**config.mk**
```make
export PLATFORM = sky130hd
export DESIGN_NAME = i2s_pkt_rx_top
export DESIGN_NICKNAME = d
export VERILOG_FILES = /design/src/rtl/i2s_link_pkg.sv /design/src/rtl/rx_pkt_pkg.sv /design/src/rtl/apb_rx_port.sv /design/src/rtl/i2s_pkt_rx_top.sv /design/src/rtl/i2s_slot_deserializer.sv /design/src/rtl/payload_unloader.sv /design/src/rtl/pkt_frame_matcher.sv /design/src/rtl/tagged_fifo.sv
export SDC_FILE = /design/constraint.sdc
export NUM_CORES = 1
export LEC_CHECK = 0
export BUFFER_PORTS_ARGS = -buffer_cell sky130_fd_sc_hd__clkbuf_2
export CORE_ASPECT_RATIO = 2
export CORE_MARGIN = 3
export CORE_UTILIZATION = 44
export CTS_CLUSTER_SIZE = 8
export DETAILED_ROUTE_END_ITERATION = 12
export HOLD_SLACK_MARGIN = 0.1
export SETUP_SLACK_MARGIN = 0.3
export SLEW_MARGIN = 20
export SYNTH_ARGS = -nofsm -noshare
export SYNTH_HDL_FRONTEND = slang
export SYNTH_SLANG_ARGS = --single-unit
```
**constraint.sdc**
```tcl
create_clock -name bclk -period 8.5 [get_ports bclk]
set_input_delay 1.275 -clock bclk [delete_from_list [all_inputs] [get_ports bclk]]
set_output_delay 1.275 -clock bclk [all_outputs]
set_load 0.03 [all_outputs]
```
**src/rtl/i2s_link_pkg.sv**
```systemverilog
package i2s_link_pkg;

	// Serial side of the link

	localparam int SLOT_BITS = 24; // Bits taken per I2S slot
	localparam int WORD_BITS = 16;
	localparam int BYTE_BITS = 8;
	localparam int WORD_BYTES = WORD_BITS / BYTE_BITS;

	typedef logic [SLOT_BITS-1:0] slot_t; // MSB first on the wire
	typedef logic [WORD_BITS-1:0] word_t; // Upper part of a slot
	typedef logic [BYTE_BITS-1:0] byte_t;

	// One word per valid pulse
	typedef struct packed {
		logic  valid;
		word_t word;
	} word_strobe_t;

endpackage

```
**src/rtl/rx_pkt_pkg.sv**
```systemverilog
package rx_pkt_pkg;
	import i2s_link_pkg::*;

	//////////////////////////////////////////////////////////////////////
	// Packet format
	//////////////////////////////////////////////////////////////////////

	localparam int HDR_BYTES = 10;
	localparam int PKG_BYTES = 174; // Header included
	localparam int PAY_BYTES = 15;  // Tail of the package

	// First byte on the wire sits in the top byte
	localparam logic [HDR_BYTES*BYTE_BITS-1:0] PKT_HEADER = 80'h0B77_A1DD_4240_2F84_2B03;

	typedef logic [4:0] stream_id_t;
	typedef logic [7:0] pkg_count_t; // Bytes seen in a package
	typedef logic [PAY_BYTES*BYTE_BITS-1:0] payload_t; // Oldest byte on top

	typedef struct packed {
		logic [2:0] pad;
		stream_id_t id;
		byte_t      data;
	} fifo_entry_t;

	typedef enum logic {HUNT, COUNT} match_state_t;
	typedef enum logic {IDLE, SHIFT} unload_state_t;

	//////////////////////////////////////////////////////////////////////
	// Host bus
	//////////////////////////////////////////////////////////////////////

	typedef struct packed {
		logic        psel;
		logic        penable;
		logic        pwrite;
		logic [7:0]  paddr;
		logic [31:0] pwdata;
	} apb_req_t;

	localparam logic [7:0] ADDR_DATA = 8'h00;
	localparam logic [7:0] ADDR_STATUS = 8'h04;

endpackage

```
**src/rtl/apb_rx_port.sv**
```systemverilog
`timescale 1ns/100ps

module apb_rx_port
	import rx_pkt_pkg::*;
#(
	parameter int FIFO_DEPTH = 32,
	localparam int LVL_W = $clog2(FIFO_DEPTH + 1)
) (
	input  logic             bclk,
	input  logic             rst_n,
	input  apb_req_t         apb_req,
	output logic [31:0]      prdata,
	output logic             pready,
	output logic             pslverr,
	input  fifo_entry_t      head,
	input  logic             empty,
	input  logic [LVL_W-1:0] level,
	input  logic             overflow,
	output logic             pop
);

	logic access;
	logic rd_data;
	logic rd_status;
	logic wr_status;
	logic error_full;
	logic error_empty;

	// Access phase only, setup phase is ignored
	assign access = apb_req.psel && apb_req.penable;
	assign rd_data = access && !apb_req.pwrite && (apb_req.paddr == ADDR_DATA);
	assign rd_status = access && !apb_req.pwrite && (apb_req.paddr == ADDR_STATUS);
	assign wr_status = access && apb_req.pwrite && (apb_req.paddr == ADDR_STATUS);

	assign pready = 1'b1; // No wait states
	assign pop = rd_data && !empty;
	assign pslverr = rd_data && empty;

	always_comb begin
		prdata = '0;
		if (rd_data && !empty) begin
			prdata = 32'(head);
		end else if (rd_status) begin
			prdata = {29'd0, error_empty, error_full, level != '0};
		end
	end

	// Sticky status bits
	always_ff @(posedge bclk) begin
		if (!rst_n) begin
			error_full <= 1'b0;
			error_empty <= 1'b0;
		end else begin
			if (wr_status) begin // Write data is don't care
				error_full <= 1'b0;
				error_empty <= 1'b0;
			end
			if (overflow)
				error_full <= 1'b1;
			if (pslverr)
				error_empty <= 1'b1;
		end
	end

endmodule

```
**src/rtl/i2s_pkt_rx_top.sv**
```systemverilog
`timescale 1ns/100ps

module i2s_pkt_rx_top
	import i2s_link_pkg::*;
	import rx_pkt_pkg::*;
#(
	parameter stream_id_t STREAM_ID = '0,
	parameter int FIFO_DEPTH = 32
) (
	input  logic        bclk,
	input  logic        rst_n,
	input  logic        lrclk,
	input  logic        sdata,
	input  apb_req_t    apb_req,
	output logic [31:0] prdata,
	output logic        pready,
	output logic        pslverr
);

	localparam int LVL_W = $clog2(FIFO_DEPTH + 1);

	word_strobe_t     word_s;
	logic             pay_load;
	payload_t         payload;
	logic             wr_en;
	fifo_entry_t      wr_entry;
	fifo_entry_t      head;
	logic             empty;
	logic [LVL_W-1:0] level;
	logic             overflow;
	logic             pop;

	//////////////////////////////////////////////////////////////////////
	// Input side and processing
	//////////////////////////////////////////////////////////////////////

	i2s_slot_deserializer i2s_slot_deserializer_inst (
		.bclk(bclk), .rst_n(rst_n), .lrclk(lrclk), .sdata(sdata), .word_out(word_s));

	pkt_frame_matcher pkt_frame_matcher_inst (
		.bclk(bclk), .rst_n(rst_n), .word_in(word_s), .pay_load(pay_load), .payload(payload));

	payload_unloader #(.STREAM_ID(STREAM_ID)) payload_unloader_inst (
		.bclk(bclk), .rst_n(rst_n), .pay_load(pay_load), .payload(payload),
		.wr_en(wr_en), .wr_entry(wr_entry));

	//////////////////////////////////////////////////////////////////////
	// Output side
	//////////////////////////////////////////////////////////////////////

	tagged_fifo #(.FIFO_DEPTH(FIFO_DEPTH)) tagged_fifo_inst (
		.bclk(bclk), .rst_n(rst_n), .wr_en(wr_en), .wr_entry(wr_entry), .pop(pop),
		.head(head), .empty(empty), .level(level), .overflow(overflow));

	apb_rx_port #(.FIFO_DEPTH(FIFO_DEPTH)) apb_rx_port_inst (
		.bclk(bclk), .rst_n(rst_n), .apb_req(apb_req), .prdata(prdata), .pready(pready),
		.pslverr(pslverr), .head(head), .empty(empty), .level(level),
		.overflow(overflow), .pop(pop));

endmodule

```
**src/rtl/i2s_slot_deserializer.sv**
```systemverilog
`timescale 1ns/100ps

module i2s_slot_deserializer
	import i2s_link_pkg::*;
(
	input  logic         bclk,
	input  logic         rst_n,
	input  logic         lrclk,
	input  logic         sdata,
	output word_strobe_t word_out
);

	logic       lrclk_q;
	logic       lr_edge;
	logic       active;    // Slot bits still to come
	logic [4:0] bit_cnt;
	logic       last_bit;
	slot_t      shift_q;
	slot_t      slot_next;
	logic       word_valid;
	word_t      word_q;

	assign lr_edge = lrclk ^ lrclk_q;
	assign slot_next = {shift_q[SLOT_BITS-2:0], sdata};
	assign last_bit = active && !lr_edge && (bit_cnt == 5'(SLOT_BITS - 1));

	// Plain sampler for edge detection
	always_ff @(posedge bclk) begin
		lrclk_q <= lrclk;
	end

	always_ff @(posedge bclk) begin
		if (!rst_n) begin
			active <= 1'b0;
			bit_cnt <= '0;
			word_valid <= 1'b0;
		end else begin
			word_valid <= last_bit;
			if (lr_edge) begin
				active <= 1'b1; // MSB arrives one bclk later
				bit_cnt <= '0;
			end else if (active) begin
				bit_cnt <= bit_cnt + 5'd1;
				if (last_bit)
					active <= 1'b0; // Rest of the slot is ignored
			end
		end
	end

	always_ff @(posedge bclk) begin
		if (active && !lr_edge)
			shift_q <= slot_next;
		if (last_bit)
			word_q <= slot_next[SLOT_BITS-1 -: WORD_BITS];
	end

	assign word_out = '{valid: word_valid, word: word_q};

	// Edge, one idle bit, 24 data bits, then the strobe
	a_word_after_edge: assert property (@(posedge bclk) disable iff (!rst_n)
		word_valid |-> $past(lrclk, 25) != $past(lrclk, 26));

endmodule

```
**src/rtl/payload_unloader.sv**
```systemverilog
`timescale 1ns/100ps

module payload_unloader
	import i2s_link_pkg::*;
	import rx_pkt_pkg::*;
#(
	parameter stream_id_t STREAM_ID = '0
) (
	input  logic        bclk,
	input  logic        rst_n,
	input  logic        pay_load,
	input  payload_t    payload,
	output logic        wr_en,
	output fifo_entry_t wr_entry
);

	payload_t      pay_buf;
	unload_state_t state;
	logic [3:0]    idx;      // 0 is the oldest byte
	byte_t         cur_byte;

	assign cur_byte = pay_buf[(PAY_BYTES - 1 - int'(idx)) * BYTE_BITS +: BYTE_BITS];
	assign wr_en = state == SHIFT;
	assign wr_entry = '{pad: 3'b000, id: STREAM_ID, data: cur_byte};

	always_ff @(posedge bclk) begin
		if (state == IDLE && pay_load)
			pay_buf <= payload;
	end

	always_ff @(posedge bclk) begin
		if (!rst_n) begin
			state <= IDLE;
			idx <= '0;
		end else begin
			case (state)
				IDLE: begin
					if (pay_load) begin
						state <= SHIFT;
						idx <= '0;
					end
				end
				SHIFT: begin // pay_load is not looked at here
					idx <= idx + 4'd1;
					if (idx == 4'(PAY_BYTES - 1))
						state <= IDLE;
				end
				default: state <= IDLE;
			endcase
		end
	end

	a_burst_length: assert property (@(posedge bclk) disable iff (!rst_n)
		$rose(wr_en) |-> wr_en [*PAY_BYTES] ##1 !wr_en);

endmodule

```
**src/rtl/pkt_frame_matcher.sv**
```systemverilog
`timescale 1ns/100ps

module pkt_frame_matcher
	import i2s_link_pkg::*;
	import rx_pkt_pkg::*;
(
	input  logic         bclk,
	input  logic         rst_n,
	input  word_strobe_t word_in,
	output logic         pay_load,
	output payload_t     payload  // Last payload passed on
);

	localparam int PAY_W = $bits(payload_t);
	localparam int HDR_W = HDR_BYTES * BYTE_BITS;

	payload_t     window;   // Last 15 stream bytes
	match_state_t state;
	pkg_count_t   byte_cnt;
	pkg_count_t   cnt_next;
	logic         hdr_hit;
	logic         pkg_end;  // Final word is in the window

	//////////////////////////////////////////////////////////////////////
	// Byte window
	//////////////////////////////////////////////////////////////////////

	always_ff @(posedge bclk) begin
		if (word_in.valid)
			window <= {window[PAY_W-WORD_BITS-1:0], word_in.word}; // High byte is older
	end

	// Window still holds the previous words here
	assign hdr_hit = window[HDR_W-1:0] == PKT_HEADER;
	assign cnt_next = byte_cnt + pkg_count_t'(WORD_BYTES);

	//////////////////////////////////////////////////////////////////////
	// Header hunt and package count
	//////////////////////////////////////////////////////////////////////

	always_ff @(posedge bclk) begin
		if (!rst_n) begin
			state <= HUNT;
			byte_cnt <= '0;
			pkg_end <= 1'b0;
			pay_load <= 1'b0;
			payload <= '0;
		end else begin
			pkg_end <= 1'b0;
			pay_load <= 1'b0;
			case (state)
				HUNT: begin
					if (word_in.valid && hdr_hit) begin
						state <= COUNT;
						byte_cnt <= pkg_count_t'(HDR_BYTES + WORD_BYTES); // Header plus this word
					end
				end
				COUNT: begin
					if (pkg_end) begin
						state <= HUNT;
						byte_cnt <= '0;
						// Repeats of the same payload are dropped
						if (window != payload) begin
							payload <= window;
							pay_load <= 1'b1;
						end
					end else if (word_in.valid) begin
						byte_cnt <= cnt_next;
						if (cnt_next == pkg_count_t'(PKG_BYTES))
							pkg_end <= 1'b1;
					end
				end
				default: begin
					state <= HUNT;
				end
			endcase
		end
	end

	a_count_in_range: assert property (@(posedge bclk) disable iff (!rst_n)
		byte_cnt <= pkg_count_t'(PKG_BYTES));

endmodule

```
**src/rtl/tagged_fifo.sv**
```systemverilog
`timescale 1ns/100ps

module tagged_fifo
	import rx_pkt_pkg::*;
#(
	parameter int FIFO_DEPTH = 32,
	localparam int PTR_W = $clog2(FIFO_DEPTH),
	localparam int LVL_W = $clog2(FIFO_DEPTH + 1)
) (
	input  logic             bclk,
	input  logic             rst_n,
	input  logic             wr_en,
	input  fifo_entry_t      wr_entry,
	input  logic             pop,
	output fifo_entry_t      head,
	output logic             empty,
	output logic [LVL_W-1:0] level,
	output logic             overflow
);

	fifo_entry_t      mem [FIFO_DEPTH];
	logic [PTR_W-1:0] wr_ptr;
	logic [PTR_W-1:0] rd_ptr;
	logic             full;
	logic             do_wr;

	assign full = level == LVL_W'(FIFO_DEPTH);
	assign empty = level == '0;
	assign do_wr = wr_en && !full; // Writes into a full buffer are lost
	assign head = mem[rd_ptr];     // No read latency

	always_ff @(posedge bclk) begin
		if (do_wr)
			mem[wr_ptr] <= wr_entry;
	end

	always_ff @(posedge bclk) begin
		if (!rst_n) begin
			wr_ptr <= '0;
			rd_ptr <= '0;
			level <= '0;
			overflow <= 1'b0;
		end else begin
			overflow <= wr_en && full;
			if (do_wr)
				wr_ptr <= (wr_ptr == PTR_W'(FIFO_DEPTH - 1)) ? '0 : wr_ptr + 1'b1;
			if (pop)
				rd_ptr <= (rd_ptr == PTR_W'(FIFO_DEPTH - 1)) ? '0 : rd_ptr + 1'b1;
			case ({do_wr, pop})
				2'b10: level <= level + 1'b1;
				2'b01: level <= level - 1'b1;
				default: ;
			endcase
		end
	end

	// The APB port only pops a non-empty buffer
	a_no_pop_empty: assert property (@(posedge bclk) disable iff (!rst_n)
		pop |-> !empty);

endmodule

```
==> results of run 1 <==
==> power by group <==
| group | switching [uW] | total (uW) | internal [uW] | leakage (uW) |
|---|---|---|---|---|
| registers | 3.67 | 3660 | 3660 | 0.00585 |
| clock network | 1400 | 3580 | 2180 | 0.00135 |
| logic | 46.6 | 56.3 | 9.69 | 0.00301 |
| total | 1450 | 7290 | 5840 | 0.0102 |
==> metrics by stage <==
stage / utilization, % / instance area, um2 / instances
3_3_place_gp: 46.1 / 29000 / 2555
4_1_cts: 50.6 / 31900 / 2737
6_report: 50.6 / 31900 / 2738
3_5_place_dp: 46.1 / 29000 / 2555
2_1_floorplan: - / 28100 / 1822
5_1_grt: 50.6 / 31900 / 2738
==> kinds of logic after synthesis <==
family                   after synthesis  share of synthesized area, %
multiplexers                         251                          13.6
flip-flops                           702                          69.3
other                                  2                        0.0268
adder cells (fa/ha/maj)               15                         0.670
XOR/XNOR                             136                          4.25
buffers and inverters                120                          2.03
AND/OR/NAND/NOR                      488                          8.25
AO/OA/AOI/OAI                         85                          1.84
==> cell type report <==
| class | count | area, um2 | area share (%) |
|---|---|---|---|
| timing repair buffer | 51 | 342 | 1.07 |
| clock buffer | 176 | 2770 | 8.68 |
| inverter | 11 | 41.3 | 0.130 |
| clock inverter | 6 | 73.8 | 0.232 |
| sequential | 702 | 19400 | 60.9 |
| tap | 792 | 991 | 3.11 |
| multi-input combinational | 1000 | 8240 | 25.8 |
==> path summary, 6_finish.rpt <==
path	from	endpoint	cells after the start
setup / recovery	flop	prdata[0]	6
hold / removal	i2s_slot_deserializer_inst.word_q[0]$_DFFE_PP_	pkt_frame_matcher_inst.window[0]$_DFFE_PP_	0
setup reg to reg	payload_unloader_inst.idx[0]$_SDFFE_PN0P_	tagged_fifo_inst.mem[21][6]$_DFFE_PP_	11
hold reg to reg	i2s_slot_deserializer_inst.word_q[0]$_DFFE_PP_	pkt_frame_matcher_inst.window[0]$_DFFE_PP_	0
==> cell usage in the layout, fill, tap and decap left out, types with 7 or more instances in the layout <==
cell,instances
conb_1,25
clkbuf_2,22
a21oi_1,35
dfxtp_1,163
buf_4,27
nand4_1,13
edfxtp_1,535
a211oi_4,7
mux2i_1,147
nor4_1,34
nor3_1,7
a211oi_1,8
clkbuf_1,77
inv_1,11
nor4b_1,7
xor2_1,127
nand3_1,13
clkbuf_16,99
xnor2_1,7
o21ai_0,17
mux4_2,104
ha_1,14
nand2_1,269
nor2_1,80
==> routing by layer <==
layer	global-route usage (%)	routed length, um
met4	9.42	3240
met1	19.7	21500
met2	40.9	40100
met3	2.81	2100
met5	0	0
==> flip-flops by register name (all words and copies together), names as in the netlist, 6 cells and up, named ones only <==
name                                count
pkt_frame_matcher_inst.byte_cnt         7
i2s_slot_deserializer_inst.shift_q     23
i2s_slot_deserializer_inst.word_q      16
tagged_fifo_inst.mem                  256
tagged_fifo_inst.level                  6
payload_unloader_inst.pay_buf         120
pkt_frame_matcher_inst.payload        120
pkt_frame_matcher_inst.window         120
==> critical path, delay by kind of cell, from the launching register on <==
| kind | cells | cell delay [ns] |
|---|---|---|
| compound gates | 1 | 0.22 |
| mux | 3 | 1.38 |
| flops | 1 | 0.73 |
| buf+inv | 2 | 0.92 |
==> parameters.txt, run 1 <==
Parameter                              Value

Synth
  Most common cell in the netlist    edfxtp_1
  Ys Warns    0
  Number of flops mapped to enable cells by yosys    535
  Count of state elements after synthesis    702
  Top cells by instance count after synthesis    edfxtp_1, nand2_1, dfxtp_1
  Seq/Total Area, Yosys    69.3%
  Async set-or-reset flop fraction in the synthesized netlist    0%
  Share of the synthesized area in the top cell type    57.4%
  Post-Synthesis Cells    1799
  Largest cells by area after synthesis    edfxtp_1, dfxtp_1, mux4_2
  Dominant register cell in the synthesized netlist    edfxtp_1
  Post-synth design cell area    28000 um2
  Number of distinct standard cells referenced by the synthesized netlist    52
  Area leader, netlist    edfxtp_1
  Syn avg cell area    15.6 um2

Final layout
  Synthesis-to-finish area growth    13.8%
  Fraction of layout instances using a drive strength above 1    14.9%
  Filler cells    5175
  Ant. Diodes    0
  Nets@finish    1925

Setup path
  Type of the worst setup path    flop to output pin
  Capturing element type of the critical path    output pin
  CP arrival    3.96 ns
  CP max FO    35
  Worst-path cell with the longest stage delay    dfxtp_4
  Critical Path Max Stage Delay    0.73 ns
  Data required time of the critical path    7.22 ns
  Cell type with the highest occurrence count on the critical path    mux4_2
  CP cell instances    buf_4, mux4_2, mux4_2, mux2i_1, a21oi_1, clkbuf_2
  Worst setup SP type    flop
  R2r setup slk    4.48 ns

CTS
  Clock tree from TritonCTS    built
  H-tree lvl count    3
  Setup repair bufs after CTS    0
  Clock slew at reported path FFs    0.05 ns
  Post-cts hold buffer count    0
  Clock latency on the worst-skew pair    0.64 ns
  Root Buffer    clkbuf_16
  Buffer levels on the longest clock path    3
  Total CTS buffers    97
  Number of clock sinks    702
  Number of gates given a new drive strength after cts    0

Floorplan
  Area of the placeable core    62900 um2
  Top-level port count    81
  Effective utilization at floorplan    44.5%
  Die span in x    184 um
  Die H    363 um
  Number of core rows    130
  DIE AREA    66900 um2

Routing
  WL/cell    24.4 um
  Number of design-rule violations left by the first detailed-router iteration    893
  DRC errors left    0
  First drt pass iteration count    5
  Total vias in the final route    14.8k
  Aggregate routed wire length    66.9 mm
  Vias per inst    5.41
  Number of antenna-violating nets in the routed design    0

Placed design
  Placer's final routability congestion estimate    0.897
  Post-place setup slack    3.57 ns
  Post-DP HPWL    46.6 mm
  Port Buffers    23

Global route
  GRT Total Usage    20.3%
  Maximum number of pins on one net before global-route repair    95
  Antenna violations before repair    0
  Gr ovfl total    0
  Via count of the first global-routing pass    15.6k
  Global-route wire length before repair    99.6 mm

Power
  Overall Power    7290 uW
  Worst IR Drop VDD    0.000180 V
  Leak pwr    0.0102 uW
  Power per standard cell area    229 nW/um2

Timing
  Slew at the pin with the worst max-slew slack    1.15 ns
  Minimum period implied by the final worst setup slack    5.23 ns
  Final setup viols    0
  Slew HR    23.5%
  Least setup slack across all paths after layout    3.27 ns
  Maximum clock rate    191 MHz
  Final hold slack    0.410 ns
  Final-report hold violation count    0
  RSZ-0062 raised after global routing    no
  Period Utilization, post-route    61.5%
  Setup clock skew after layout    0.0271 ns
  Max Slew Vio Count    0
  Setup Total Neg Slack    0 ns

Run status
  Outcome    finished, final reports clean

Run
  Reported max-cap violation count    0

Min path
  Min-delay worst type    flop to flop
No activity file was read; power rests on OpenSTA's default activity.
==> run 2, diff against run 1 <==
==> constraint.sdc (replaced) <==
create_clock -name bclk -period 4.95 [get_ports bclk]
set_input_delay 0.7425 -clock bclk [delete_from_list [all_inputs] [get_ports bclk]]
set_output_delay 0.7425 -clock bclk [all_outputs]
set_load 0.03 [all_outputs]
==> parameters.txt, run 2 (synthesis gave the netlist of run 1 again) <==
Parameter                              Value

Floorplan
  Die span in x    184 um (unchanged)
  DIE AREA    66900 um2 (unchanged)
  Area of the placeable core    62900 um2 (unchanged)
  Die H    363 um (unchanged)
  Effective utilization at floorplan    44.5% (unchanged)
  Top-level port count    81 (unchanged)
  Number of core rows    130 (unchanged)

Global route
  Via count of the first global-routing pass    15.5k (-0.68%)
  Gr ovfl total    0 (unchanged)
  GRT Total Usage    19.9% (-0.44 points)
  Global-route wire length before repair    97.6 mm (-1.9%)
  Antenna violations before repair    0 (unchanged)
  Maximum number of pins on one net before global-route repair    181 (+91%)

Run
  Reported max-cap violation count    0 (unchanged)

Setup path
  End of the critical path    prdata[0]
  Beginning of the worst register-to-register path    tagged_fifo_inst.level[3]$_SDFFE_PN0P_
  Worst setup SP type    flop
  Type of the worst setup path    flop to output pin
  Capturing element type of the critical path    output pin
  CP arrival    3.44 ns (-0.52 ns)
  R2r setup slk    1.26 ns (-3.22 ns)
  Endpoint of the worst register-to-register path    tagged_fifo_inst.level[5]$_SDFFE_PN0P_
  Path depth of the worst reg2reg path    11 (unchanged)
  Data required time of the critical path    4.21 ns (-3.01 ns)
  CP max FO    33 (-5.7%)

CTS
  Buffer levels on the longest clock path    3 (unchanged)
  Root Buffer    clkbuf_16
  Setup repair bufs after CTS    0 (unchanged)
  Clock tree from TritonCTS    built
  H-tree lvl count    3 (unchanged)
  Number of clock sinks    702 (unchanged)
  Total CTS buffers    97 (unchanged)
  Clock slew at reported path FFs    0.05 ns (about the same)
  Number of gates given a new drive strength after cts    0 (unchanged)
  Post-cts hold buffer count    0 (unchanged)
  Clock latency on the worst-skew pair    0.63 ns (about the same)

Timing
  Period Utilization, post-route    84.5%
  Least setup slack across all paths after layout    0.766 ns (-2.50 ns)
  Final setup viols    0 (unchanged)
  Maximum clock rate    239 MHz
  Setup Total Neg Slack    0 ns (unchanged)
  Setup clock skew after layout    0.0207 ns (-0.00638 ns)
  Final-report hold violation count    0 (unchanged)
  RSZ-0062 raised after global routing    no
  Slew HR    26.4% (+2.9 points)
  Max Slew Vio Count    0 (unchanged)
  Slew at the pin with the worst max-slew slack    1.09 ns (-0.0532 ns)
  Minimum period implied by the final worst setup slack    4.18 ns

Routing
  WL/cell    24.0 um (-1.6%)
  First drt pass iteration count    5 (unchanged)
  Number of antenna-violating nets in the routed design    0 (unchanged)
  Total vias in the final route    14.8k (-0.28%)
  Vias per inst    5.40 (-0.24%)
  DRC errors left    0 (unchanged)
  Aggregate routed wire length    65.8 mm (-1.7%)
  Number of design-rule violations left by the first detailed-router iteration    975 (+9.2%)

Power
  Leak pwr    0.0109 uW (+6.6%)
  Worst IR Drop VDD    0.000307 V (+71%)
  Power per standard cell area    394 nW/um2 (+72%)

Placed design
  Post-place setup slack    1.06 ns (-2.51 ns)
  Port Buffers    23 (unchanged)
  Post-DP HPWL    45.9 mm (-1.5%)
  Placer's final routability congestion estimate    0.901 (+0.43%)

Final layout
  Largest reg by FF count    tagged_fifo_inst.mem
  Top library cells by usage in the layout, fill and taps aside    edfxtp_1, nand2_1, dfxtp_1
  Fraction of layout instances using a drive strength above 1    14.9% (about the same)
  Filler cells    5176 (+0.019%)
  Nets@finish    1926 (+0.052%)
  Max reg flops    256 (unchanged)
  Synthesis-to-finish area growth    14.1%
  Leading cell type in the layout, fill and taps excluded    edfxtp_1
  Ant. Diodes    0 (unchanged)

Min path
  Min-delay worst type    input pin to flop

Run status
  Outcome    finished, final reports clean
-- run 2: changes by cell type in the layout (fill, tap and decap cells not counted), moves of 2 or more --
cell / change
inv_6: -2
buf_12: +4
clkbuf_1: -2
clkbuf_16: +2
buf_4: -2
-- run 2: metal layers --
layer	share of wire, %	track usage (%)	vias to the layer above
met5	0	0	-
met4	4.8	9.45	0
met3	3.1	2.98	119
met2	59	39.9	303
met1	33	19.1	7523
li1	-	-	6836
-- run 2: metrics by stage --
| stage | power (uW) | std cells | cell area [um2] | hold slack, ns | utilization [%] |
|---|---|---|---|---|---|
| 4_1_cts | 12700 | 2737 | 32000 | 0.225 | 50.8 |
| 2_1_floorplan | 6490 | 1822 | 28100 | 0.400 | - |
| 3_5_place_dp | 6500 | 2557 | 29100 | 0.405 | 46.2 |
| 3_3_place_gp | 6500 | 2557 | 29100 | 0.400 | 46.2 |
| 6_report | 12600 | 2737 | 32000 | 0.258 | 50.8 |
| 5_1_grt | 13000 | 2737 | 32000 | 0.238 | 50.8 |
-- run 2: power by group --
group          leakage (uW)  switching (uW)  internal, uW  total (uW)
Combinational       0.00308            79.5          17.2        96.8
Clock               0.00136            2400          3790        6190
Sequential          0.00644            6.56          6280        6290
-- run 2: final cells by class --
| type | instances | area, um2 | area share (%) |
|---|---|---|---|
| flip-flops and latches | 702 | 19400 | 60.8 |
| clock buffers | 176 | 2810 | 8.79 |
| well taps | 792 | 991 | 3.10 |
| inverters | 11 | 41.3 | 0.129 |
| multi-input cells | 1000 | 8240 | 25.8 |
| repair buffers | 52 | 392 | 1.23 |
| clock inverters | 4 | 70.1 | 0.219 |
-- run 2: worst min-delay path by stage --
| stage | depth (start not counted) | end | from | slack (ns) |
|---|---|---|---|---|
| 2_1_floorplan | 0 | i2s_slot_deserializer_inst.shift_q[1]$_DFFE_PP_ | i2s_slot_deserializer_inst.shift_q[0]$_DFFE_PP_ | 0.40 |
| 5_1_grt | 1 | i2s_slot_deserializer_inst.lrclk_q$_DFF_P_ | lrclk | 0.24 |
| 3_5_place_dp | 0 | pkt_frame_matcher_inst.window[12]$_DFFE_PP_ | i2s_slot_deserializer_inst.word_q[12]$_DFFE_PP_ | 0.40 |
| 3_3_place_gp | 0 | pkt_frame_matcher_inst.window[13]$_DFFE_PP_ | i2s_slot_deserializer_inst.word_q[13]$_DFFE_PP_ | 0.40 |
| 6_report | 1 | i2s_slot_deserializer_inst.lrclk_q$_DFF_P_ | lrclk | 0.26 |
| 4_1_cts | 1 | i2s_slot_deserializer_inst.lrclk_q$_DFF_P_ | lrclk | 0.22 |
-- run 2: critical path: stages, from the launching register on --
cell and delay [ns]:
dfxtp_4 0.81, mux4_2 0.61, mux4_2 0.54, mux2i_1 0.45, a21oi_1 0.17, clkbuf_2 0.21
==> run 3, diff against run 2 <==
==> constraint.sdc (replaced) <==
create_clock -name bclk -period 3.9 [get_ports bclk]
set_input_delay 0.585 -clock bclk [delete_from_list [all_inputs] [get_ports bclk]]
set_output_delay 0.585 -clock bclk [all_outputs]
set_load 0.03 [all_outputs]
==> parameters.txt, run 3 (synthesis gave the netlist of run 1 again) <==
Parameter                              Value

Final layout
  Top library cells by usage in the layout, fill and taps aside    edfxtp_1, nand2_1, dfxtp_1
  Largest reg by FF count    tagged_fifo_inst.mem
  Fraction of layout instances using a drive strength above 1    15.9% (+1.0 points)
  Synthesis-to-finish area growth    14.8%
  Final core utilization    51.1% (+0.28 points)
  Max reg flops    256 (unchanged)
  Final instance area    32100 um2 (+0.56%)
  Nets@finish    1948 (+1.1%)
  Leading cell type in the layout, fill and taps excluded    edfxtp_1
  Ant. Diodes    0 (unchanged)
  Filler cells    5198 (+0.43%)
  Count of non-filler cells in the finished layout    2760 (+0.84%)

Timing
  Final-report hold violation count    0 (unchanged)
  Period Utilization, post-route    90.4%
  Setup Total Neg Slack    0 ns (unchanged)
  Minimum period implied by the final worst setup slack    3.53 ns
  Maximum clock rate    284 MHz
  Final setup viols    0 (unchanged)
  Slew HR    35.5% (+9.1 points)
  Max Slew Vio Count    0 (unchanged)
  Slew at the pin with the worst max-slew slack    0.965 ns (-0.129 ns)
  Setup clock skew after layout    0.0349 ns (+0.0142 ns)
  RSZ-0062 raised after global routing    yes

Floorplan
  Area of the placeable core    62900 um2 (unchanged)
  Die span in x    184 um (unchanged)
  Top-level port count    81 (unchanged)
  Die H    363 um (unchanged)
  Number of core rows    130 (unchanged)
  DIE AREA    66900 um2 (unchanged)
  Effective utilization at floorplan    44.5% (unchanged)

Placed design
  Placer's final routability congestion estimate    0.851 (-5.6%)
  Post-Place Cells    2572 (+0.59%)
  Total placed instance area    29200 um2 (+0.43%)
  Post-DP HPWL    46.5 mm (+1.4%)
  Port Buffers    23 (unchanged)

Setup path
  Worst setup SP type    flop
  Path depth of the worst reg2reg path    7 (-4)
  CP Buf/Inv Count    2 (+1)
  Type of the worst setup path    flop to output pin
  Worst-path cell with the longest stage delay    mux4_2
  R2r setup slk    0.63 ns (-0.63 ns)
  Endpoint of the worst register-to-register path    pkt_frame_matcher_inst.pay_load$_SDFF_PN0_
  CP cell instances    clkbuf_16, mux4_2, mux4_2, mux2i_1, nor2_1, clkbuf_2
  CP max FO    8 (-76%)
  Cell depth of the worst setup path    6 (+1)
  CP arrival    2.94 ns (-0.50 ns)
  CP top delay family    multiplexers
  Data required time of the critical path    3.31 ns (-0.90 ns)
  Capturing element type of the critical path    output pin
  Cell type with the highest occurrence count on the critical path    mux4_2
  Critical Path Max Stage Delay    0.57 ns (-0.24 ns)
  Beginning of the worst register-to-register path    pkt_frame_matcher_inst.window[33]$_DFFE_PP_

Global route
  Gr ovfl total    0 (unchanged)
  GRT Total Usage    20.4% (+0.50 points)
  Global-route wire length before repair    99.9 mm (+2.3%)
  Antenna violations before repair    0 (unchanged)
  Via count of the first global-routing pass    15.8k (+2.1%)
  Maximum number of pins on one net before global-route repair    178 (-1.7%)

Routing
  DRC errors left    0 (unchanged)
  Total vias in the final route    15.0k (+1.7%)
  Vias per inst    5.44 (+0.82%)
  Number of antenna-violating nets in the routed design    0 (unchanged)
  Aggregate routed wire length    67.2 mm (+2.1%)
  WL/cell    24.3 um (+1.3%)
  First drt pass iteration count    6 (+1)
  Number of design-rule violations left by the first detailed-router iteration    954 (-2.2%)

Min path
  Worst hold path stage count    1 (unchanged)
  Endpoint of the worst hold-timing path    i2s_slot_deserializer_inst.shift_q[0]$_DFFE_PP_
  Min-delay worst type    input pin to flop
  HP Start    sdata

Run
  Reported max-cap violation count    0 (unchanged)

CTS
  Clock tree from TritonCTS    built
  Buffer levels on the longest clock path    3 (unchanged)
  Clock latency on the worst-skew pair    0.65 ns (+0.02 ns)
  Total CTS buffers    97 (unchanged)
  H-tree lvl count    3 (unchanged)
  Clock slew at reported path FFs    0.05 ns (about the same)
  Root Buffer    clkbuf_16
  Number of clock sinks    702 (unchanged)

Power
  Power per standard cell area    493 nW/um2 (+25%)
  Leak pwr    0.0111 uW (+1.9%)
  Overall Power    15900 uW (+26%)
  Worst IR Drop VDD    0.000483 V (+57%)

Run status
  Outcome    finished, final reports clean
run 3: cell count changes in the layout (fill, tap and decap cells not counted), sizes merged:
cell         change
inv              +3
buf             +20
dlygate4sd3      +1
clkinv           -1
run 3: area by class of cell:
class | instances | area [um2] | share of cell area, %
flip-flops and latches | 702 | 19400 | 60.4
multi-input cells | 1000 | 8250 | 25.7
clock buffers | 175 | 2730 | 8.50
well taps | 792 | 991 | 3.08
repair buffers | 74 | 621 | 1.93
clock inverters | 6 | 78.8 | 0.245
inverters | 11 | 41.3 | 0.128
run 3: per-stage QoR:
stage	setup slack, ns	hold slack (ns)
5_1_grt	0.290	0.122
4_1_cts	0.295	0.107
3_5_place_dp	0.420	0.405
6_report	0.373	0.132
2_1_floorplan	0.307	0.400
3_3_place_gp	0.431	0.401
run 3: how the worst max path moves through the flow:
stage / startpoint / endpoint / slack [ns]
detailed placement: apb_req[32] / tagged_fifo_inst.level[4]$_SDFFE_PN0P_ / 0.42
global placement: apb_req[32] / tagged_fifo_inst.level[5]$_SDFFE_PN0P_ / 0.43
CTS: flop / prdata[5] / 0.29
finish: flop / prdata[3] / 0.37
floorplan: apb_req[32] / tagged_fifo_inst.level[4]$_SDFFE_PN0P_ / 0.31
global route: flop / prdata[0] / 0.29
run 3: where the power goes:
group / leakage, uW / internal [uW] / switching, uW
combinational: 0.00324 / 22.0 / 102
sequential: 0.00652 / 7970 / 9.45
clock: 0.00133 / 4680 / 3070
run 3: layer usage:
metal	up-vias	global-route usage, %	part of all wire [%]
met5	-	0	0
met4	0	12.7	7.0
met2	360	40.3	59
met1	7629	18.9	31
met3	158	2.87	3.2
li1	6880	-	-
run 3: what timing repair did:
item / 4_1_cts / 5_1_grt
resized for setup: 7 / 0
hold buffers: 1 / 0
setup endpoints to repair: 8 / 1
gates cloned: 1 / 1
endpoints found under the hold margin: 1 / 0
setup buffers: 4 / 0
